--- src/hdl/gpu_geom_pkg.sv ---
`default_nettype none

package gpu_geom_pkg;

  // Coordinate widths
  localparam int WIDTH_BITS = 10;
  localparam int HEIGHT_BITS = 9;

  // One colour channel
  localparam int CHANNEL_BITS = 8;

  localparam int OPCODE_BITS = 4;

  // Instruction opcodes
  localparam logic [OPCODE_BITS-1:0] OP_NOP = 4'd0;
  localparam logic [OPCODE_BITS-1:0] OP_FILL_RECT = 4'd1;
  localparam logic [OPCODE_BITS-1:0] OP_OUTLINE_RECT = 4'd2;

endpackage

`default_nettype wire

--- src/hdl/gpu_mem_pkg.sv ---
`default_nettype none

package gpu_mem_pkg;

  // Red in the top byte, then green, then blue
  localparam int PIXEL_BITS = 24;

  // Requester indices, lowest index wins the port
  localparam int REQ_FILL = 0;
  localparam int REQ_OUTLINE = 1;
  localparam int REQ_HOST = 2;
  localparam int NUM_REQ = 3;

endpackage

`default_nettype wire

--- src/hdl/gpu_command_dispatch.sv ---
`default_nettype none

module gpu_command_dispatch (
  input  logic clk,
  input  logic n_rst,
  input  logic empty_i,
  input  logic [gpu_geom_pkg::OPCODE_BITS-1:0] opcode_i,
  input  logic [gpu_geom_pkg::WIDTH_BITS-1:0] x1_i,
  input  logic [gpu_geom_pkg::HEIGHT_BITS-1:0] y1_i,
  input  logic [gpu_geom_pkg::WIDTH_BITS-1:0] x2_i,
  input  logic [gpu_geom_pkg::HEIGHT_BITS-1:0] y2_i,
  input  logic [gpu_mem_pkg::PIXEL_BITS-1:0] pixel_i,
  input  logic fill_busy_i,
  input  logic outline_busy_i,
  output logic pop_o,
  output logic fill_start_o,
  output logic outline_start_o,
  output logic [gpu_geom_pkg::WIDTH_BITS-1:0] x1_o,
  output logic [gpu_geom_pkg::HEIGHT_BITS-1:0] y1_o,
  output logic [gpu_geom_pkg::WIDTH_BITS-1:0] x2_o,
  output logic [gpu_geom_pkg::HEIGHT_BITS-1:0] y2_o,
  output logic [gpu_mem_pkg::PIXEL_BITS-1:0] pixel_o,
  output logic busy_o
);

  logic start_pending;
  logic engines_busy;

  assign start_pending = fill_start_o || outline_start_o;
  assign engines_busy = fill_busy_i || outline_busy_i;

  // Wait for the running engine and any start still in flight
  assign pop_o = !empty_i && !engines_busy && !start_pending;
  assign busy_o = !empty_i || engines_busy || start_pending;

  // Unknown opcodes and NOP pop without a start
  always_ff @(posedge clk) begin
    if (!n_rst) begin
      fill_start_o <= 1'b0;
      outline_start_o <= 1'b0;
    end else begin
      fill_start_o <= pop_o && (opcode_i == gpu_geom_pkg::OP_FILL_RECT);
      outline_start_o <= pop_o && (opcode_i == gpu_geom_pkg::OP_OUTLINE_RECT);
    end
  end

  // Shared by both engines
  always_ff @(posedge clk) begin
    if (pop_o) begin
      x1_o <= x1_i;
      y1_o <= y1_i;
      x2_o <= x2_i;
      y2_o <= y2_i;
      pixel_o <= pixel_i;
    end
  end

  a_one_start: assert property (@(posedge clk) disable iff (!n_rst)
    !(fill_start_o && outline_start_o));

endmodule

`default_nettype wire

--- config.mk ---
export PLATFORM = sky130hd
export DESIGN_NAME = gpu_command_dispatch
export DESIGN_NICKNAME = d
export VERILOG_FILES = /design/src/hdl/gpu_geom_pkg.sv /design/src/hdl/gpu_mem_pkg.sv /design/src/hdl/gpu_command_dispatch.sv
export SDC_FILE = /design/constraint.sdc
export NUM_CORES = 1
export LEC_CHECK = 0
export BUFFER_PORTS_ARGS = -buffer_cell sky130_fd_sc_hd__buf_2
export CAP_MARGIN = 40
export CORE_AREA = 2 2 88 98
export DETAILED_ROUTE_END_ITERATION = 16
export DIE_AREA = 0 0 90 100
export GPL_TIMING_DRIVEN = 0
export PLACE_DENSITY = 0.62
export SLEW_MARGIN = 20
export SYNTH_ARGS = -nofsm -noshare
export SYNTH_HDL_FRONTEND = slang
export SYNTH_SLANG_ARGS = --single-unit
--- constraint.sdc ---
create_clock -name clk -period 13.05 [get_ports clk]
set_clock_uncertainty 0.1 [all_clocks]
set_input_delay 2.61 -clock clk [delete_from_list [all_inputs] [get_ports clk]]
set_output_delay 2.61 -clock clk [all_outputs]
set_load 0.01 [all_outputs]
; After elaboration in Yosys (flattened, before gate mapping)
; Index checks and enable logic that the tools add are counted.
[classes]
n_eq_ne = 2
n_reduce_logical = 11
[ops]
columns = operator, n
row1 = "4-bit by 1-bit equality test with 1-bit output, second input constant", 1
row2 = "4-bit by 2-bit equality test with 1-bit output, second input constant", 1
row3 = 1-bit logical AND, 4
row4 = 1-bit logical OR, 4
row5 = 1-bit zero test, 3
[totals]
input_bits = 71
regBits = 64
output_inout_bits = 66

; Depth between registers and ports, before layout
[logic_depth]
word_depth = 5
mapped_depth = 2
mapped_depth_nobuf = 2

; Worst setup path before layout
; No wires, ideal clock.
[synth_timing]
path_type = in2out
from = input port outline_busy_i
to = output port pop_o
slack_ns = 4.439
arrival_time_ns = 5.901
required_ns = 10.340
n_path_buf = 0
stages = 2
cell_sequence = or4_1 -> nor2_1
[synth_via]
elab_chain_cells = 4
[synth_rtl]
columns = element, line_no
row1 = from (decl), gpu_command_dispatch.sv:14  ; input logic outline_busy_i,
row2 = 1-bit logical OR, gpu_command_dispatch.sv:30  ; assign engines_busy = fill_busy_i || outline_busy_i;
row3 = 1-bit zero test, gpu_command_dispatch.sv:33  ; assign pop_o = !empty_i && !engines_busy && !start_pending;
row4 = 1-bit logical AND (2 in a row), gpu_command_dispatch.sv:33
row5 = to (decl), gpu_command_dispatch.sv:15  ; output logic pop_o,
; Every way passes these cells.

; Worst setup path after layout
; Ends and elaborated chain as after synthesis.

==> run metrics <==
top cell type's share of synthesized area a little over nine tenths; Reg2Reg Launch Point outline_start_o; synth warn 0; final global-route overflow total 0; io pins about 140; diode count 0; Fillers approximately 800; # hold bufs at CTS 0; CTS sink count 64; CTS tree built; initial antenna violation count 0; sequential fraction of the synthesis area roughly 97%; maximum VDD drop 0.0848 mV; synthesized area per cell around 27 um^2; Post-synth top cells edfxtp_1 (62), dfxtp_1 (2); Top FF cell, synth edfxtp_1; via count around 1300; Setup CP Type input port to output port; Worst-path clk slew around 0.060 ns; CTS resizes 0; Slew Limit Fails 0; leakage ~1.3 nW; layout cells sized above 1 68.3%; RSZ-0062 raised after global routing false; nets@finish roughly 290; area of the multi-input gates between 60 and 70 um^2; Clock Latency Late Sink between 0.3 and 0.4 ns; Syn Nets between 100 and 150; Final Wtd Congestion 0.672; core footprint approximately 8100 um^2; WP data required around 10 ns; Area Growth Syn to Fin 57.1%; Rows 35; critical path data arrival time around 3.9 ns; crit path launch type input port; min-delay worst type flop to flop; Setup TNS Final 0 ns; setup violators final 0; top post-synthesis cells by area edfxtp_1 (95%), dfxtp_1 (2.0%), nor4b_2 (0.76%), nor4_2 (0.64%), or4b_1 (0.51%); Max Cap Viol 0; Netlist cell types 10; GRT Overall Usage 9.97%; number of global-route vias before repair around 1300; count of flip-flops with a built-in enable after synthesis 62; status finished clean; CP Capture Type output port; pwr dens around 140 nW/um^2; count leader, synth edfxtp_1; total CTS buffers 9; first-pass GRT wire length 6580 um; Rel. slew slack 72.0%; largest net degree at the start of global routing 22; CP Launch Point outline_busy_i; Die H roughly 100 um; Final Power around 440 uW; HP Start outline_start_o; async set-or-reset flop fraction in the synthesized netlist 0%; Post-Syn Area between 1500 and 2000 um^2; maximum clock frequency about 150 MHz; Hold WS 0.599 ns; root buf cell clkbuf_8; htree depth 3; Syn Inst Count a little over 70; Period minus WS final 6.60 ns; worst-margin pin slew 0.419 ns; Avg WL per Cell between 10 and 15 um; remaining antenna violation count 0; Die W ~90 um; Reg area 1900 um^2; Final Hold Viols 0; Via-to-Cell Ratio about 3.8; die area approximately 9000 um^2; Final Core Density ~38%; Longest Clk Path Bufs 2; number of buffers added on ports roughly 140; post-synth top area cell edfxtp_1; worst-path fanout max 13; Initial Utilization 24.1%; initial detailed-routing violation count 61; setup bufs post-CTS 0; FF+latch count, synth 64; drt drc 0; TritonRoute pass-1 iters 2; detailed placement HPWL roughly 3500 um; DRT Wirelength between 4000 and 5000 um; Final period util approximately half
[cell type report]
cell class | count | share of cell area, %
Timing Repair Buffer | 139 | 24.7
Multi-Input combinational cell | 7 | 2.15
Inverter | 1 | 0.122
Clock buffer | 10 | 4.14
Clock inverter | 6 | 2.72
Tap cell | 111 | 4.50
Sequential cell | 64 | 61.6
[kinds of logic (layout without fill, tap and decap cells)]
kind of cell / after synthesis / after routing / synth area share (%)
buf+inv: 1 / 156 / 0.191
flops: 64 / 64 / 96.8
simple gates: 7 / 7 / 2.99
[metal layers]
metal  part of all wire, %  track usage, %  up-vias
li1                      -               -      595
met1                    40            11.3      601
met2                    50            15.8       75
met3                   8.1            3.68        9
met4                   1.9            6.75        0
met5                     0               0        -
[metrics by stage]
stage / cells / setup slack [ns] / instance area, um^2
after floorplan: 72 / 4.44 / 1960
after global placement: 319 / 2.88 / 2780
after detailed placement: 322 / 6.42 / 2870
after CTS: 338 / 6.43 / 3090
after global routing: 338 / 6.38 / 3090
final: 338 / 6.45 / 3090
[sequential cells by signal (all words and copies together) (netlist names)]
name             count
x1_o                10
fill_start_o         1
outline_start_o      1
x2_o                10
y1_o                 9
pixel_o             24
y2_o                 9
[critical path: stages]
cell and delay (ns):
buf_2 0.10, or4_1 0.58, nor2_4 0.38, buf_2 0.21
[placed cells by master, fill, tap and decap left out]
cell type / instances
buf_2: 136
edfxtp_1: 62
clkbuf_8: 9
buf_16: 3
bufinv_16: 2
clkinv_1: 2
dfxtp_1: 2
or4_1: 1
nor2_4: 1
nor4_1: 1
nand2_1: 1
inv_1: 1
or4b_1: 1
nor4_2: 1
nor4b_2: 1
clkbuf_1: 1
clkinv_4: 1
clkinvlp_4: 1
[worst paths after layout]
kind,end,slack (ns),cells after the start
worst min register to register,fill_start_o,0.60,2
worst max register to register,y1_o[1],10.92,4
worst max-delay path,pop_o,6.45,4
worst min-delay path,fill_start_o,0.60,2
[where the power goes]
part | switching, mW | internal, mW | total, mW
clock | 0.0716 | 0.107 | 0.178
sequential | 0.00117 | 0.232 | 0.233
combinational | 0.0118 | 0.0130 | 0.0248
total | 0.0845 | 0.352 | 0.436
No activity file was read; power rests on OpenSTA's default activity.
