$ cat src/hdl/gpu_geom_pkg.sv
`default_nettype none

package gpu_geom_pkg;

  // Coordinate widths
  localparam int WIDTH_BITS = 10;
  localparam int HEIGHT_BITS = 9;

  // One colour channel
  localparam int CHANNEL_BITS = 8;

  localparam int OPCODE_BITS = 4;

  // Instruction opcodes
  localparam logic [OPCODE_BITS-1:0] OP_NOP = 4'd0;
  localparam logic [OPCODE_BITS-1:0] OP_FILL_RECT = 4'd1;
  localparam logic [OPCODE_BITS-1:0] OP_OUTLINE_RECT = 4'd2;

endpackage

`default_nettype wire

$ cat src/hdl/gpu_mem_pkg.sv
`default_nettype none

package gpu_mem_pkg;

  // Red in the top byte, then green, then blue
  localparam int PIXEL_BITS = 24;

  // Requester indices, lowest index wins the port
  localparam int REQ_FILL = 0;
  localparam int REQ_OUTLINE = 1;
  localparam int REQ_HOST = 2;
  localparam int NUM_REQ = 3;

endpackage

`default_nettype wire

$ cat src/hdl/gpu_rect_outline.sv
`default_nettype none

module gpu_rect_outline (
  input  logic clk,
  input  logic n_rst,
  input  logic start_i,
  input  logic [gpu_geom_pkg::WIDTH_BITS-1:0] x1_i,
  input  logic [gpu_geom_pkg::HEIGHT_BITS-1:0] y1_i,
  input  logic [gpu_geom_pkg::WIDTH_BITS-1:0] x2_i,
  input  logic [gpu_geom_pkg::HEIGHT_BITS-1:0] y2_i,
  input  logic [gpu_mem_pkg::PIXEL_BITS-1:0] pixel_i,
  input  logic gnt_i,
  output logic req_o,
  output logic [gpu_geom_pkg::WIDTH_BITS-1:0] addr_x_o,
  output logic [gpu_geom_pkg::HEIGHT_BITS-1:0] addr_y_o,
  output logic [gpu_mem_pkg::PIXEL_BITS-1:0] pixel_o,
  output logic busy_o,
  output logic done_o
);

  logic [gpu_geom_pkg::WIDTH_BITS-1:0] x_min;
  logic [gpu_geom_pkg::WIDTH_BITS-1:0] x_max;
  logic [gpu_geom_pkg::HEIGHT_BITS-1:0] y_min;
  logic [gpu_geom_pkg::HEIGHT_BITS-1:0] y_max;
  logic edge_row;
  logic last_x;
  logic last_pixel;

  assign edge_row = (addr_y_o == y_min) || (addr_y_o == y_max);
  assign last_x = (addr_x_o == x_max);
  assign last_pixel = last_x && (addr_y_o == y_max);
  assign req_o = busy_o;
  assign done_o = busy_o && gnt_i && last_pixel;

  always_ff @(posedge clk) begin
    if (!n_rst) begin
      busy_o <= 1'b0;
    end else if (start_i) begin
      busy_o <= 1'b1;
    end else if (done_o) begin
      busy_o <= 1'b0;
    end
  end

  always_ff @(posedge clk) begin
    if (start_i) begin
      x_min <= (x1_i < x2_i) ? x1_i : x2_i;
      x_max <= (x1_i < x2_i) ? x2_i : x1_i;
      y_min <= (y1_i < y2_i) ? y1_i : y2_i;
      y_max <= (y1_i < y2_i) ? y2_i : y1_i;
      addr_x_o <= (x1_i < x2_i) ? x1_i : x2_i;
      addr_y_o <= (y1_i < y2_i) ? y1_i : y2_i;
      pixel_o <= pixel_i;
    end else if (busy_o && gnt_i && !last_pixel) begin
      if (last_x) begin
        // A one-column box lands here at once, so no pixel repeats
        addr_x_o <= x_min;
        addr_y_o <= addr_y_o + 1'b1;
      end else if (!edge_row && addr_x_o == x_min) begin
        // Interior row, jump straight to the right edge
        addr_x_o <= x_max;
      end else begin
        addr_x_o <= addr_x_o + 1'b1;
      end
    end
  end

endmodule

`default_nettype wire

$ cat config.mk
export PLATFORM = sky130hd
export DESIGN_NAME = gpu_rect_outline
export DESIGN_NICKNAME = d
export VERILOG_FILES = /design/src/hdl/gpu_geom_pkg.sv /design/src/hdl/gpu_mem_pkg.sv /design/src/hdl/gpu_rect_outline.sv
export SDC_FILE = /design/constraint.sdc
export NUM_CORES = 1
export LEC_CHECK = 0
export ABC_AREA = 0
export BUFFER_PORTS_ARGS = -buffer_cell sky130_fd_sc_hd__buf_2
export CORE_ASPECT_RATIO = 0.75
export CORE_MARGIN = 2
export CORE_UTILIZATION = 40
export DETAILED_ROUTE_END_ITERATION = 6
export HOLD_SLACK_MARGIN = 0.03
export MAX_ROUTING_LAYER = met4
export RECOVER_POWER = 25
export SYNTH_ARGS = -nofsm -noshare
export SYNTH_HDL_FRONTEND = slang
export SYNTH_SLANG_ARGS = --single-unit
$ cat constraint.sdc
create_clock -name clk -period 4.5 [get_ports clk]
set_clock_uncertainty 0.2 [all_clocks]
set_input_delay 0.225 -clock clk [delete_from_list [all_inputs] [get_ports clk]]
set_output_delay 0.225 -clock clk [all_outputs]
set_load 0.1 [all_outputs]
Word level (Yosys, flattened, before mapping). Index checks and enable logic that the tools add are counted. Widths: inputs -> output; s select.

Flip-flop bits (word level): 82. Output and inout bits: 46. Logic and storage cells: 41.

Add/sub/neg operators: 2. Order comparisons: 2. Eq/ne operators: 4. Muxes and demuxes: 13. Reduce and logical (&&, ||, !) cells: 12.

Operators by type and width (number): $mux 10 (6); $mux 9 (5); $eq 10x10->1 (2); $eq 9x9->1 (2); $add 10x1->10 const B (1); $lt 10x10->1 (1); $add 9x1->9 const B (1); $lt 9x9->1 (1); $reduce_bool 2->1 (3); $logic_and 1x1->1 (5); $logic_not 1->1 (2); $mux 1 (2); $reduce_and 2->1 (1); $logic_or 1x1->1 (1).

Longest topological paths before layout.
Word-level depth: 8. Depth in mapped cells: 9. Gate-level depth less buffers: 8.

Worst setup path before layout. OpenSTA, ideal clock, no wires.

Path type: register to output. Start: register addr_x_o[4] (netlist bit). End: output port done_o. Arrival: 4.005 ns. Data required time: 4.075 ns. Setup slack: 0.070 ns. Stages on the path, launching flop included: 6. Buffers on the path: 1. Path through: edfxtp_1 > clkbuf_1 > xor2_1 > nor4_1 > nand3_1 > nor3_1.

Word-level cells in the longest chain between the ends: 3.

Ends and longest elaborated chain: start, declared (line gpu_rect_outline.sv:14) `output logic [gpu_geom_pkg::WIDTH_BITS-1:0] addr_x_o,`; start signal, assigned (line gpu_rect_outline.sv:51) `addr_x_o <= (x1_i < x2_i) ? x1_i : x2_i;`; start signal, assigned (line gpu_rect_outline.sv:57) `addr_x_o <= x_min;`; start signal, assigned (line gpu_rect_outline.sv:61) `addr_x_o <= x_max;`; $eq 10x10->1 (line gpu_rect_outline.sv:30) `assign last_x = (addr_x_o == x_max);`; $logic_and 1x1->1 (line gpu_rect_outline.sv:31) `assign last_pixel = last_x && (addr_y_o == y_max);`; $logic_and 1x1->1 (line gpu_rect_outline.sv:33) `assign done_o = busy_o && gnt_i && last_pixel;`; end, declared (line gpu_rect_outline.sv:18) `output logic done_o`.

No other way between the ends.

Final worst setup path.
Start: input port y1_i[4] (netlist bit). End: register y_max[6] (netlist bit), data pin.

Word-level cells in the longest chain between the ends: 2.

Ends and longest elaborated chain: start, declared (line gpu_rect_outline.sv:8) `input logic [gpu_geom_pkg::HEIGHT_BITS-1:0] y1_i,`; $lt 9x9->1 (line gpu_rect_outline.sv:50) `y_max <= (y1_i < y2_i) ? y2_i : y1_i;`; $mux 9 (line gpu_rect_outline.sv:50); end signal, assigned (line gpu_rect_outline.sv:50); end, declared (line gpu_rect_outline.sv:24) `logic [gpu_geom_pkg::HEIGHT_BITS-1:0] y_max;`.

No other way between the ends. A chain may end at the register's enable or synchronous reset.

==> impl_metrics.tcl <==
set metrics [dict create \
    cts-root-buf "clkbuf_16" \
    setup_tns_ns 0 \
    start_util_pct 40.64 \
    mostFrequentLayoutCell "buf_2" \
    worstMarginPinSlew_ns 2.003 \
    cts_buffer_depth 2 \
    cts_sinks 82 \
    violations "max-capacitance violations, max-slew violations" \
    die-width_um 129.0 \
    synth-edff-count 81 \
    r2r-end "addr_y_o[8]" \
    drt_iter0_drc 301 \
    min_from "x2_i[3]" \
    grt_pass1_vias 3741 \
    setup_viol 0 \
    post-cts-setup-buffers 0 \
    whs_endpoint "x_max[3]" \
    drv_cap 1 \
    cp.buffers_inverters 3 \
    core_um2 11530 \
    finalMaxSlewViolations 42 \
    fmax_ghz 0.2721 \
    period_needed_ns 3.676 \
    antenna_found_initial 0 \
    synth_top_flop_cell "edfxtp_1" \
    timing.hold.ws_ns 0.03936 \
    hp-class "in -> reg" \
    mostFrequentLayoutCells "buf_2 (100), edfxtp_1 (81), dlygate4sd3_1 (46)" \
    clk_pin_slew_ns 0.06 \
    grt_pass1_wl_mm 18.93 \
    netlist_area_um2 4686 \
    cts-buffers-inserted 9 \
    reg2reg_from "addr_x_o[4]" \
    drc 0 \
    post-route-util_pct 52.75 \
    hold_violations 0 \
    startpoint_type "input port" \
    critPathKind "in -> reg" \
    ir_drop_uv 260.2 \
    overflow 0 \
    wl_per_cell_um 16.06 \
    ios 112 \
    die_h_um 97.73 \
    instances_no_fill 716 \
    status "complete, but fails checks" \
    syn_nets 480 \
    cp-end-kind "flip-flop" \
    cp_data_arrival_time_ns 3.56 \
    viasPerCell 5.101 \
    crit_path_cell_trace "dlygate4sd3_1 > buf_2 > ha_1 > a21o_1 > a21o_1 > a2111oi_2 > o21ai_1 > nand2_2 > mux2_1 > dlygate4sd3_1" \
    io_buffers 111 \
    final_nets 634 \
    r2r_slack_ns 1.55 \
    ant_nets 0 \
    synth_warnings 0 \
    cp.required_ns 4.38 \
    gp_congestion 0.9101 \
    synthArstFlopShare_pct 0 \
    p_total_w 0.002392 \
    syn_inst 395 \
    insertion_delay_ns 0.34 \
    fin_crit_sh_pct 81.68 \
    yosysSeqAreaShare_pct 52.34 \
    h-tree-depth 3 \
    dp_cells 654 \
    rsz0062_at_grt "false" \
    cts_tree "yes" \
    syn_to_final_growth_pct 29.77 \
    firstDrtPassIters 5 \
    slowest_stage "dlygate4sd3_1" \
    grt_max_degree 52 \
    synth.avg_cell_area_um2 11.86 \
    powerDensity_nw_per_um2 393.4 \
    design.die.area_um2 12600 \
    critical_path.max_stage_delay_ns 0.56 \
    track_usage_pct 20.02 \
    wl_mm 11.50 \
    dp_hpwl_mm 8.332 \
    ys_ff_latch 82 \
    worstRegToRegCells 4 \
    num_antenna_cells 0 \
    fillCellCount 1033 \
    vias 3652 \
    slew_headroom_pct -33.50 \
    row_count 34 \
    critical_path.top_delay_family "buffers and inverters" \
    hold_depth 2 \
    p_leak_nw 2.475 \
    ys_types 47 \
    drive_gt1_share_pct 25.09 \
    critPathMaxFanout 10 \
]
final cells by class:
class,instances,area (um2),area share (%)
multi-input cells,275,2068,34.01
clock inverters,6,32.53,0.5350
inverters,23,86.33,1.420
clock buffers,10,229.0,3.765
flip-flops and latches,82,2452,40.33
well taps,162,202.7,3.333
repair buffers,158,1010,16.60
per-layer routing:
layer	up-vias	GRT usage (%)	share of wire [%]
li1	1773	-	-
met1	1734	29.26	49
met2	134	28.16	43
met3	11	4.438	7.0
met4	0	5.351	1.1
met5	-	-	0
power by group:
group          switching (W)  internal, W  total [W]
sequential         0.0000763     0.000946    0.00102
clock               0.000285     0.000370   0.000655
combinational       0.000496     0.000219   0.000715
total               0.000858      0.00153    0.00239
cells by family (layout without fill, tap and decap cells):
kind of cell	after synthesis	after routing	share of synthesized area [%]
buffers and inverters	38	197	3.525
and+or+nand+nor	106	106	11.96
muxes	32	32	7.503
xor gates and xnor gates	52	52	9.880
adders and majority gates	19	19	5.073
AOI/OAI and AO/OA	66	66	9.720
DFF	82	82	52.34
synthesized netlist by cell type (5+ instances only):
master / count / share of area, %
mux2i_1: 10 / 2.1
nor2_1: 18 / 1.4
edfxtp_1: 81 / 52
a31oi_1: 10 / 1.3
nand3_1: 23 / 2.5
a21oi_1: 9 / 0.96
o21ai_1: 14 / 1.5
inv_1: 23 / 1.8
and3_1: 9 / 1.2
nand4_1: 10 / 1.3
ha_1: 19 / 5.1
o21a_1: 5 / 0.80
nor3_1: 5 / 0.53
clkbuf_1: 7 / 0.56
mux2_1: 11 / 2.6
o211ai_1: 5 / 0.80
xor2_1: 31 / 5.8
nand2_1: 27 / 2.2
xnor2_1: 20 / 3.7
mux2_2: 10 / 2.4
state kept, by name, summed over array words and instances, names as in the netlist:
register,flops
addr_x_o,10
addr_y_o,9
y_max,9
y_min,9
x_max,10
x_min,10
pixel_o,24
busy_o,1
stage by stage:
step	setup slack [ns]	cell area, um2
final	0.8242	6081
after global routing	0.6580	6081
after CTS	0.8678	6097
after detailed placement	1.491	5375
after global placement	1.589	5375
after floorplan	0.07007	4686
how the worst max path moves through the flow:
stage           startpoint     endpoint  slack [ns]  depth (start not counted)
3_5_place_dp       x2_i[3]  addr_x_o[7]        1.49                          9
5_1_grt            y1_i[4]     y_max[4]        0.66                         10
3_3_place_gp       x2_i[3]  addr_x_o[4]        1.59                          9
2_1_floorplan  addr_x_o[4]       done_o        0.07                          5
6_report           y1_i[4]     y_max[6]        0.82                         10
4_1_cts            y1_i[4]     y_max[8]        0.87                         10
repair_timing:
item / CTS / global route
gates resized for setup: 0 / 0
endpoints found under the hold margin: 38 / 0
endpoints found under the setup margin: 0 / 0
hold buffers: 46 / 0
worst register-to-register path, cell delays in order, from the launching register on:
cell and delay [ns]:
edfxtp_1 0.52, xor2_1 0.19, nor4_1 0.43, nand3_1 0.40, o21ai_1 0.83
No activity file was read; power rests on OpenSTA's default activity.
