[config.mk]
export PLATFORM = sky130hd
export DESIGN_NAME = gpu_rect_fill
export DESIGN_NICKNAME = d
export VERILOG_FILES = /design/src/hdl/gpu_geom_pkg.sv /design/src/hdl/gpu_mem_pkg.sv /design/src/hdl/gpu_rect_fill.sv
export SDC_FILE = /design/constraint.sdc
export NUM_CORES = 1
export LEC_CHECK = 0
export BUFFER_PORTS_ARGS = -buffer_cell sky130_fd_sc_hd__buf_2
export CORE_MARGIN = 2
export CORE_UTILIZATION = 40
export CTS_CLUSTER_SIZE = 25
export DETAILED_ROUTE_END_ITERATION = 12
export HOLD_SLACK_MARGIN = 0.08
export PLACE_DENSITY = 0.61
export SETUP_SLACK_MARGIN = 0.5
export SLEW_MARGIN = 10
export SYNTH_ARGS = -nofsm -noshare
export SYNTH_HDL_FRONTEND = slang
export SYNTH_SLANG_ARGS = --single-unit
[constraint.sdc]
create_clock -name clk -period 8.8 [get_ports clk]
set_clock_uncertainty 0.05 [all_clocks]
set_input_delay 2.64 -clock clk [delete_from_list [all_inputs] [get_ports clk]]
set_output_delay 2.64 -clock clk [all_outputs]
set_load 0.005 [all_outputs]
[src/hdl/gpu_geom_pkg.sv]
`default_nettype none

package gpu_geom_pkg;

  // Coordinate widths
  localparam int WIDTH_BITS = 10;
  localparam int HEIGHT_BITS = 9;

  // One colour channel
  localparam int CHANNEL_BITS = 8;

  localparam int OPCODE_BITS = 4;

  // Instruction opcodes
  localparam logic [OPCODE_BITS-1:0] OP_NOP = 4'd0;
  localparam logic [OPCODE_BITS-1:0] OP_FILL_RECT = 4'd1;
  localparam logic [OPCODE_BITS-1:0] OP_OUTLINE_RECT = 4'd2;

endpackage

`default_nettype wire

[src/hdl/gpu_mem_pkg.sv]
`default_nettype none

package gpu_mem_pkg;

  // Red in the top byte, then green, then blue
  localparam int PIXEL_BITS = 24;

  // Requester indices, lowest index wins the port
  localparam int REQ_FILL = 0;
  localparam int REQ_OUTLINE = 1;
  localparam int REQ_HOST = 2;
  localparam int NUM_REQ = 3;

endpackage

`default_nettype wire

[src/hdl/gpu_rect_fill.sv]
`default_nettype none

module gpu_rect_fill (
  input  logic clk,
  input  logic n_rst,
  input  logic start_i,
  input  logic [gpu_geom_pkg::WIDTH_BITS-1:0] x1_i,
  input  logic [gpu_geom_pkg::HEIGHT_BITS-1:0] y1_i,
  input  logic [gpu_geom_pkg::WIDTH_BITS-1:0] x2_i,
  input  logic [gpu_geom_pkg::HEIGHT_BITS-1:0] y2_i,
  input  logic [gpu_mem_pkg::PIXEL_BITS-1:0] pixel_i,
  input  logic gnt_i,
  output logic req_o,
  output logic [gpu_geom_pkg::WIDTH_BITS-1:0] addr_x_o,
  output logic [gpu_geom_pkg::HEIGHT_BITS-1:0] addr_y_o,
  output logic [gpu_mem_pkg::PIXEL_BITS-1:0] pixel_o,
  output logic busy_o,
  output logic done_o
);

  logic [gpu_geom_pkg::WIDTH_BITS-1:0] x_min;
  logic [gpu_geom_pkg::WIDTH_BITS-1:0] x_max;
  logic [gpu_geom_pkg::HEIGHT_BITS-1:0] y_max;
  logic last_x;
  logic last_pixel;

  assign last_x = (addr_x_o == x_max);
  assign last_pixel = last_x && (addr_y_o == y_max);
  assign req_o = busy_o;
  assign done_o = busy_o && gnt_i && last_pixel;

  always_ff @(posedge clk) begin
    if (!n_rst) begin
      busy_o <= 1'b0;
    end else if (start_i) begin
      busy_o <= 1'b1;
    end else if (done_o) begin
      busy_o <= 1'b0;
    end
  end

  // Corners arrive in any order
  always_ff @(posedge clk) begin
    if (start_i) begin
      x_min <= (x1_i < x2_i) ? x1_i : x2_i;
      x_max <= (x1_i < x2_i) ? x2_i : x1_i;
      y_max <= (y1_i < y2_i) ? y2_i : y1_i;
      addr_x_o <= (x1_i < x2_i) ? x1_i : x2_i;
      addr_y_o <= (y1_i < y2_i) ? y1_i : y2_i;
      pixel_o <= pixel_i;
    end else if (busy_o && gnt_i && !last_pixel) begin
      // Row-major scan
      if (last_x) begin
        addr_x_o <= x_min;
        addr_y_o <= addr_y_o + 1'b1;
      end else begin
        addr_x_o <= addr_x_o + 1'b1;
      end
    end
  end

endmodule

`default_nettype wire

== Yosys cells after proc, flatten, opt, wreduce, memory -nomap -nowiden ==
Index checks and enable logic that the tools add are counted.
Word-level totals
  input port bits: 66
  register bits: 73
  word-level logic and storage cells: 34
Cells by class
  reduce and logical (&&, ||, !) cells: 9
  $add $sub $neg: 2
  $lt $le $gt $ge: 2
  multiplexer cells: 12
  equal/unequal tests: 2
Operator list (number)
  $mux W10: 5
  $mux W9: 5
  $add A10 B1 Y10 const B: 1
  $eq A10 B10 Y1: 1
  $lt A10 B10 Y1: 1
  $add A9 B1 Y9 const B: 1
  $eq A9 B9 Y1: 1
  $lt A9 B9 Y1: 1
  $reduce_bool A2 Y1: 3
  $logic_and A1 B1 Y1: 4
  $mux W1: 2
  $reduce_and A2 Y1: 1
  $logic_not A1 Y1: 1

== Depth between registers and ports, before layout ==
Gate-level depths: netlist of run 1.
  depth after elaboration: 6
  depth in mapped cells: 8

== Least setup slack after synthesis of run 1 ==
Ideal clock, no wire load.
  path type: input to output
  start: in gnt_i
  end: out done_o
  data arrival time: 2.781 ns
  buffers on the path: 0
  path slack: 3.329 ns
  stages on the path: 2
  path through: nand2_1 nor2_1
On the way
  word-level cells in the longest chain between the ends: 2
Ends and longest elaborated chain
  start: declaration: RTL line gpu_rect_fill.sv:12  | input logic gnt_i,
  $logic_and A1 B1 Y1 (2 in series): RTL line gpu_rect_fill.sv:30  | assign done_o = busy_o && gnt_i && last_pixel;
  end: declaration: RTL line gpu_rect_fill.sv:18  | output logic done_o
Every way passes these cells.

== Worst setup path in the final report of run 1 ==
Same ends and word-level chain as after synthesis.

==> results of run 1 <==
## cells in the final DEF (no fill, tap or decap), types with 2 or more instances in the layout
master	netlist	routed
sky130_fd_sc_hd__o211ai_1	10	10
sky130_fd_sc_hd__buf_4	2	4
sky130_fd_sc_hd__a211o_1	2	2
sky130_fd_sc_hd__o21ai_1	26	26
sky130_fd_sc_hd__nand4_1	12	12
sky130_fd_sc_hd__bufinv_16	0	2
sky130_fd_sc_hd__mux2_1	10	10
sky130_fd_sc_hd__clkbuf_8	0	9
sky130_fd_sc_hd__nor2_1	16	16
sky130_fd_sc_hd__nand3_1	20	20
sky130_fd_sc_hd__a311oi_1	2	2
sky130_fd_sc_hd__nand4b_1	2	2
sky130_fd_sc_hd__ha_1	19	19
sky130_fd_sc_hd__xor2_1	21	21
sky130_fd_sc_hd__a21oi_1	13	13
sky130_fd_sc_hd__nor4_1	2	2
sky130_fd_sc_hd__a41o_1	2	2
sky130_fd_sc_hd__and3_1	3	3
sky130_fd_sc_hd__nor3_1	3	3
sky130_fd_sc_hd__nand2_1	19	19
sky130_fd_sc_hd__clkinvlp_4	0	2
sky130_fd_sc_hd__edfxtp_1	72	72
sky130_fd_sc_hd__nor4_4	2	2
sky130_fd_sc_hd__or3_1	2	2
sky130_fd_sc_hd__xnor2_1	10	10
sky130_fd_sc_hd__nor2b_1	2	2
sky130_fd_sc_hd__o21ai_0	7	7
sky130_fd_sc_hd__a31oi_1	8	8
sky130_fd_sc_hd__inv_1	23	23
sky130_fd_sc_hd__mux2i_1	14	14
sky130_fd_sc_hd__buf_2	1	110
sky130_fd_sc_hd__a211oi_1	2	2
## state kept, by name, indices dropped and copies added (netlist names)
register	count
x_min	10
busy_o	1
x_max	10
addr_x_o	10
y_max	9
pixel_o	24
addr_y_o	9
## cells by family (layout without fill, tap and decap cells)
kind of cell    Yosys count  in the layout  share of synthesized area [%]
simple gates             86             86                          11.40
fa+ha+maj                19             19                          5.837
buf+inv                  38            153                          3.901
mux                      24             24                          6.206
compound gates           79             79                          12.41
flops                    73             73                          53.58
xor+xnor                 31             31                          6.667
## synthesized netlist by cell type, types with 3 or more instances
cell	number	area [um^2]
sky130_fd_sc_hd__xor2_1	21	183.9
sky130_fd_sc_hd__mux2i_1	14	140.1
sky130_fd_sc_hd__nor2_1	16	60.06
sky130_fd_sc_hd__a21oi_1	13	65.06
sky130_fd_sc_hd__xnor2_1	10	87.58
sky130_fd_sc_hd__ha_1	19	237.7
sky130_fd_sc_hd__nor3_1	3	15.01
sky130_fd_sc_hd__o21ai_1	26	130.1
sky130_fd_sc_hd__and3_1	3	18.77
sky130_fd_sc_hd__a31oi_1	8	50.05
sky130_fd_sc_hd__mux2_1	10	112.6
sky130_fd_sc_hd__edfxtp_1	72	2162
sky130_fd_sc_hd__o211ai_1	10	75.07
sky130_fd_sc_hd__nand2_1	19	71.32
sky130_fd_sc_hd__nand3_1	20	100.1
sky130_fd_sc_hd__nand4_1	12	75.07
sky130_fd_sc_hd__clkbuf_1	10	37.54
sky130_fd_sc_hd__o21ai_0	7	35.03
sky130_fd_sc_hd__inv_1	23	86.33
## metrics by stage
stage / utilization, % / hold slack (ns) / instances / instance area, um^2
finish: 50.55 / 0.5423 / 598 / 4964
global route: 50.55 / 0.5787 / 598 / 4964
CTS: 50.55 / 0.5477 / 598 / 4964
global placement: 48.34 / 0.5208 / 582 / 4747
detailed placement: 48.34 / 0.5294 / 582 / 4747
floorplan: - / 0.5020 / 350 / 4073
## layout make-up
| class | count | area, um^2 |
|---|---|---|
| Tap cell | 133 | 166.4 |
| Clock buffer | 9 | 123.9 |
| Timing Repair Buffer | 114 | 580.6 |
| Sequential cell | 73 | 2182 |
| Multi-Input combinational cell | 239 | 1732 |
| Clock inverter | 7 | 92.59 |
| Fill cell | 926 | 4856 |
| Inverter | 23 | 86.33 |
## power by group through the flow
stage	logic [W]	registers, W	clock network [W]
3_5_place_dp	0.000178	0.000462	0
4_1_cts	0.000179	0.000454	0.000291
2_1_floorplan	0.000109	0.000457	0
3_3_place_gp	0.000176	0.000461	0
6_report	0.000178	0.000453	0.000284
5_1_grt	0.000197	0.000459	0.000305
## worst paths after layout
check                                 start     endpoint  cells past startpoint
worst min-delay path               x_min[3]  addr_x_o[3]                      2
worst min register to register     x_min[3]  addr_x_o[3]                      2
worst max register to register  addr_x_o[3]  addr_x_o[4]                      5
worst max-delay path                  gnt_i       done_o                      4
## metal layers
metal  up-vias  track usage [%]  wire length [um]
met5         -                0                 0
met4         0            6.000               118
met3         8            2.558               523
met2       111            27.13              4217
met1      1452            23.91              4369
li1       1548                -                 -
## critical path, stage by stage
cell	delay (ns)
sky130_fd_sc_hd__buf_2	0.12
sky130_fd_sc_hd__nand2_1	0.06
sky130_fd_sc_hd__nor2_1	0.09
sky130_fd_sc_hd__buf_2	0.12
==> reports/results.txt, run 1 <==
The tools report the share of the yosys chip area belonging to registers as 53.58%. The die covers 11010 um^2. For the count of max-cap constraint violations, the log shows 0. The fraction of power spent switching nets was 27.33%. The total internal power was 0.0006651 W.

The starting density of the core is 41.48%. The logs give 0 for the count of pins over their slew limit and 0 for the number of hold-repair buffers added at the cts stage. Wires add up to 9.229 mm. The area growth from synthesis to final layout came out at 21.87%.

The aggregate global-route resource usage was 17.11%; the leakage power summed over all cells was 2.052 nW. The later pin in the worst-skew pair is clocked with a latency of 0.34 ns. Summed over all nets, the switching power comes to 0.0002501 W. Die outline height: 104.9 um.

The pre-antenna-repair detailed-routing pass consisted of 4 iterations. The run gives 0 as the initial antenna violation count. In the synthesized netlist the async set-or-reset flop fraction comes to 0%. The number of setup buffers added after CTS is 0.

The required arrival time at the worst endpoint came out at 6.11 ns. Timing would allow up to 0.1750 GHz. The sum of negative setup slack is 0 ns.

The dominant register cell in the synthesized netlist was sky130_fd_sc_hd__edfxtp_1. At the end of routability-driven placement, the weighted congestion stood at 0.8259. The worst setup slack before clock tree synthesis is 3.082 ns, and the mean post-synth cell area is 11.64 um^2. The total vias in the final route is 3119, and the count of different cell masters after synthesis is 43.

Of the total power, the clock network draws 31.0%. Of the cells placed in the final design, the portion with a size suffix greater than 1 is 28.82%. The H-tree generated during clock tree synthesis spans 3 levels. The min-delay analysis places its worst path in the category register to register. Data on the critical path arrives at its endpoint at 3.03 ns. The maximum fanout encountered on the critical timing path works out to 4. The number of placed I/O pins is 112. For the count of endpoints failing setup in the final report, the log shows 0.

The run gives 2943 as the number of global-route vias before repair. DRC violations left: 0. The number of failing hold endpoints at the final stage was 0; the cell count after synthesis was 350.

The clock root buffer is sky130_fd_sc_hd__clkbuf_8. The wire length of the first global-routing pass is 14.84 mm. The worst setup path is launched from a primary input.

The flow ran to the end, and the final reports show no timing, DRC or antenna violations. The power after layout is 0.0009152 W, and the number of diodes is 0. Using the TritonRoute via totals, the vias-per-cell ratio works out to 5.216. The smallest setup slack after layout came out at 3.084 ns.

The number of clock buffers added by TritonCTS is 9. During placement, the flow inserted port buffers numbering 111. The flip-flop and latch count after synthesis was 73. Measured against its own limit, the worst slew margin works out to 27.77%.

For the warning count from the yosys run, the log shows 0. Clock-pin slew was measured on the worst setup and hold paths at 0.08 ns. After floorplanning, the core was divided into 36 placement rows. The synthesized design contains 72 enable-type register cells. Remaining antenna violation count after routing: 0. The post-synthesis instance area was 4073 um^2; the die outline width was 104.9 um. Number of buffers on the longest clock path: 2. The count of routing violations after the opening detailed-route iteration came out at 197.

STA classifies the critical path endpoint as an output pin. The floorplan step defined a core boundary enclosing 9819 um^2. For the portion of total power attributed to sequential cells, the log shows 49.5%. Synthesis produced a netlist with a net count of 435. Kind of critical path: primary input to output pin. Dividing total power by cell area gives a power density of 184.4 nW/um^2. The flop-to-flop setup slack was 5.76 ns; the routed length per instance was 15.43 um.

After legalization and detailed placement, the total HPWL measured 6.909 mm. The aggregate global routing overflow is 0. Post-CTS repair changed the size of 0 cells. Clock tree synthesis found a total of 73 sinks. Entering global routing, the biggest net connects 54 pins. The period utilization is 64.95%. Across the VDD grid, the largest voltage drop is 0.00007108 V. In this run, the combinational gates consume 19.4% of the power. The run gives 545 as the number of nets in the layout.

TritonCTS built the clock tree. The final critical-path required period came out at 5.716 ns. At the pin with the least slew margin, the transition time is 1.079 ns. Setup repair after global routing left no endpoint under its margin.
(Power assumes the default switching activity.)
==> run 2, diff against run 1 <==
==> constraint.sdc (replaced) <==
create_clock -name clk -period 5.87 [get_ports clk]
set_clock_uncertainty 0.05 [all_clocks]
set_input_delay 1.761 -clock clk [delete_from_list [all_inputs] [get_ports clk]]
set_output_delay 1.761 -clock clk [all_outputs]
set_load 0.005 [all_outputs]
==> run 2 against run 1 <==
  * Combinational power up 50%
  * Highest routed layer unchanged
  * Non-clock buffer count up 1
  * Clock-buffer cell count up 2
  * Critical endpoint unchanged
==> reports/results.txt, run 2 (synthesis results as in run 1) <==
The count of buffers added on input and output ports is 111. The tools report the placed cell area as 4755 um^2. The area growth from synthesis to layout is 21.11%.

The flip-flop count of the largest register after layout was 24; the number of failing hold endpoints at the final stage was 0. The share of total power dissipated in combinational logic is 20.3%. In the global route stage, overall resource usage came out at 17.42%.

For the finished layout, the period the worst path requires is 4.143 ns. Fill cells in the final layout number 954. The worst-case IR drop observed on VDD is 0.0001146 V. For this design the ratio of total power to cell area is 266.7 nW/um^2. The logs give 0 for the count of endpoints failing setup in the final report and 0.2414 GHz for the achievable frequency. The signal on the critical path passes through xor2_1 > nor4_4 > and3_1 > nand4_1 > nor2_1 > buf_2.

The logs give 0 for the count of max-cap constraint violations and 546 for the number of nets in the layout. In this run, the number of DRC markers left after iteration 0 of detailed routing was 120. The die outline width came out at 104.9 um. The routed design has 9.394 mm of wire. The worst setup path is launched from a register.

The logs give 0 for the initial antenna violation count and 4 for the number of iterations in the first detailed-routing pass. Buffers inserted to repair hold after CTS numbered 0. The share of post-route cells with drive strength above 1 is 28.11%, and the number of gates given a new drive strength after cts is 0.

The tools report the endpoint type of the worst setup path as an output pin. Of the total power, the share spent switching nets is 27.72%. Post-CTS timing repair inserted 0 buffers for setup. The clock input transition at the sequential cells of the worst setup and hold paths is 0.07 ns, and the count of H-tree levels built during CTS is 3. The portion of total power attributed to sequential cells is 51.8%, and the remaining antenna violation count after routing is 0. The region available for standard cell placement spans 9819 um^2. Measured against its own limit, the worst slew margin works out to 28.59%.

Leakage power summed over all cells: 2.044 nW. The required arrival time at the worst endpoint was 4.06 ns. The switching power summed over all nets came out at 0.0003647 W.

The starting density of the core came out at 41.48%. TritonCTS built the clock tree. Entering global routing, the biggest net connects 66 pins.

The slowest stage of the critical path belongs to the cell sky130_fd_sc_hd__edfxtp_1. The sum of negative setup slack is 0 ns. After detailed routing, the number of remaining DRC violations is 0. The period utilization is 70.58%.

The dominant delay contributor by cell family on the critical path was simple AND/OR/NAND/NOR gates. The longest clock path from root to sink contains 2 buffers. The library cell used most frequently in the layout, excluding fill and tap cells, is sky130_fd_sc_hd__buf_2. The finished cells cover 4932 um^2.

0 antenna diodes ended up in the layout. The register with the most flip-flops in the final layout is pixel_o. The library cells used most frequently in the layout, excluding fill and tap cells, are 110 x sky130_fd_sc_hd__buf_2, 72 x sky130_fd_sc_hd__edfxtp_1, 26 x sky130_fd_sc_hd__o21ai_1. The worst stage delay on the critical path was 0.55 ns; the count of pins over their slew limit was 0. Buffers inserted during clock tree synthesis total 9.

The die covers 11010 um^2. Setup repair after global routing left no endpoint under its margin. For the pin with the worst max-slew slack, the measured transition is 1.067 ns. Dividing the detail-routed via count by the number of cells gives 5.247. The first global-routing pass estimated 14.91 mm of wire. Die outline height: 104.9 um.

The clock root buffer was sky130_fd_sc_hd__clkbuf_8. The tools report the aggregate global routing overflow as 0. Detailed placement finished with a half-perimeter wire length of 7.000 mm. Clock latency on the worst-skew pair, taken at its later pin, is 0.34 ns.

The clock share of power is 27.9%, and the total vias in the final route is 3143. The tools report the number of global-route vias before repair as 2954. 112 I/O pins were placed. At the end of routability-driven placement, the weighted congestion stood at 0.8576. After detailed routing, the average wire length per cell comes to 15.68 um.

The kind of critical path is register to output pin. In this run the core area contains 36 standard-cell rows. The maximum fanout encountered on the critical timing path came out at 8. Buffering stage count on the worst path with inverters included: 1. Data on the critical path arrives at its endpoint at 2.33 ns. The total internal power is 0.0009509 W. In this run the worst hold path is classified as register to register. The flow ran to the end, and the final reports show no timing, DRC or antenna violations. For the number of sinks handled by clock tree synthesis, the log shows 73.
run 2: cell count changes in the layout (fill, tap and decap cells not counted):
cell,before,now
sky130_fd_sc_hd__clkinvlp_4,2,0
sky130_fd_sc_hd__clkinv_1,1,3
sky130_fd_sc_hd__clkbuf_1,0,2
sky130_fd_sc_hd__buf_4,4,5
sky130_fd_sc_hd__bufinv_16,2,1
sky130_fd_sc_hd__inv_6,1,0
run 2: path summary, 6_finish.rpt:
check | from | endpoint | slack, ns | cells past startpoint
hold / removal | x_min[4] | addr_x_o[4] | 0.54 | 2
setup reg to reg | addr_x_o[1] | addr_y_o[5] | 3.26 | 5
setup / recovery | addr_x_o[1] | done_o | 1.73 | 6
hold reg to reg | x_min[4] | addr_x_o[4] | 0.54 | 2
run 2: layout make-up:
type / instances / area (um^2) / area share, %
well taps: 133 / 166.4 / 3.374
multi-input cells: 239 / 1732 / 35.11
clock buffers: 11 / 131.4 / 2.664
flip-flops and latches: 73 / 2182 / 44.24
inverters: 23 / 86.33 / 1.750
clock inverters: 5 / 46.29 / 0.9386
repair buffers: 115 / 588.1 / 11.92
run 2: layer usage:
| metal | vias to the layer above | GRT usage [%] | share of wire [%] |
|---|---|---|---|
| met4 | 0 | 6.571 | 1.4 |
| met2 | 97 | 27.37 | 46 |
| li1 | 1546 | - | - |
| met1 | 1488 | 24.12 | 47 |
| met3 | 12 | 3.057 | 6.0 |
| met5 | - | 0 | 0 |
run 2: tightest hold or removal path, delay by kind of cell, from the launching register on:
kind,cells,cell delay (ns)
flops,1,0.32
compound gates,2,0.15
run 2: power by group through the flow:
| stage | logic [W] | registers, W | clock network [W] |
|---|---|---|---|
| after global placement | 0.000265 | 0.000692 | 0 |
| after detailed placement | 0.000267 | 0.000694 | 0 |
| after global routing | 0.000299 | 0.000689 | 0.000397 |
| after floorplan | 0.000163 | 0.000686 | 0 |
| final | 0.000267 | 0.000682 | 0.000367 |
| after CTS | 0.000269 | 0.000682 | 0.000379 |
run 2: per-stage QoR:
stage | setup slack (ns) | hold slack (ns) | power, W | util [%] | cells
detailed placement | 1.649 | 0.5267 | 0.0009604 | 48.42 | 583
floorplan | 2.112 | 0.5020 | 0.0008491 | - | 350
finish | 1.727 | 0.5385 | 0.001316 | 50.23 | 599
CTS | 1.684 | 0.5435 | 0.001330 | 50.23 | 599
global route | 1.506 | 0.5786 | 0.001385 | 50.23 | 599
global placement | 1.705 | 0.5199 | 0.0009565 | 48.42 | 583
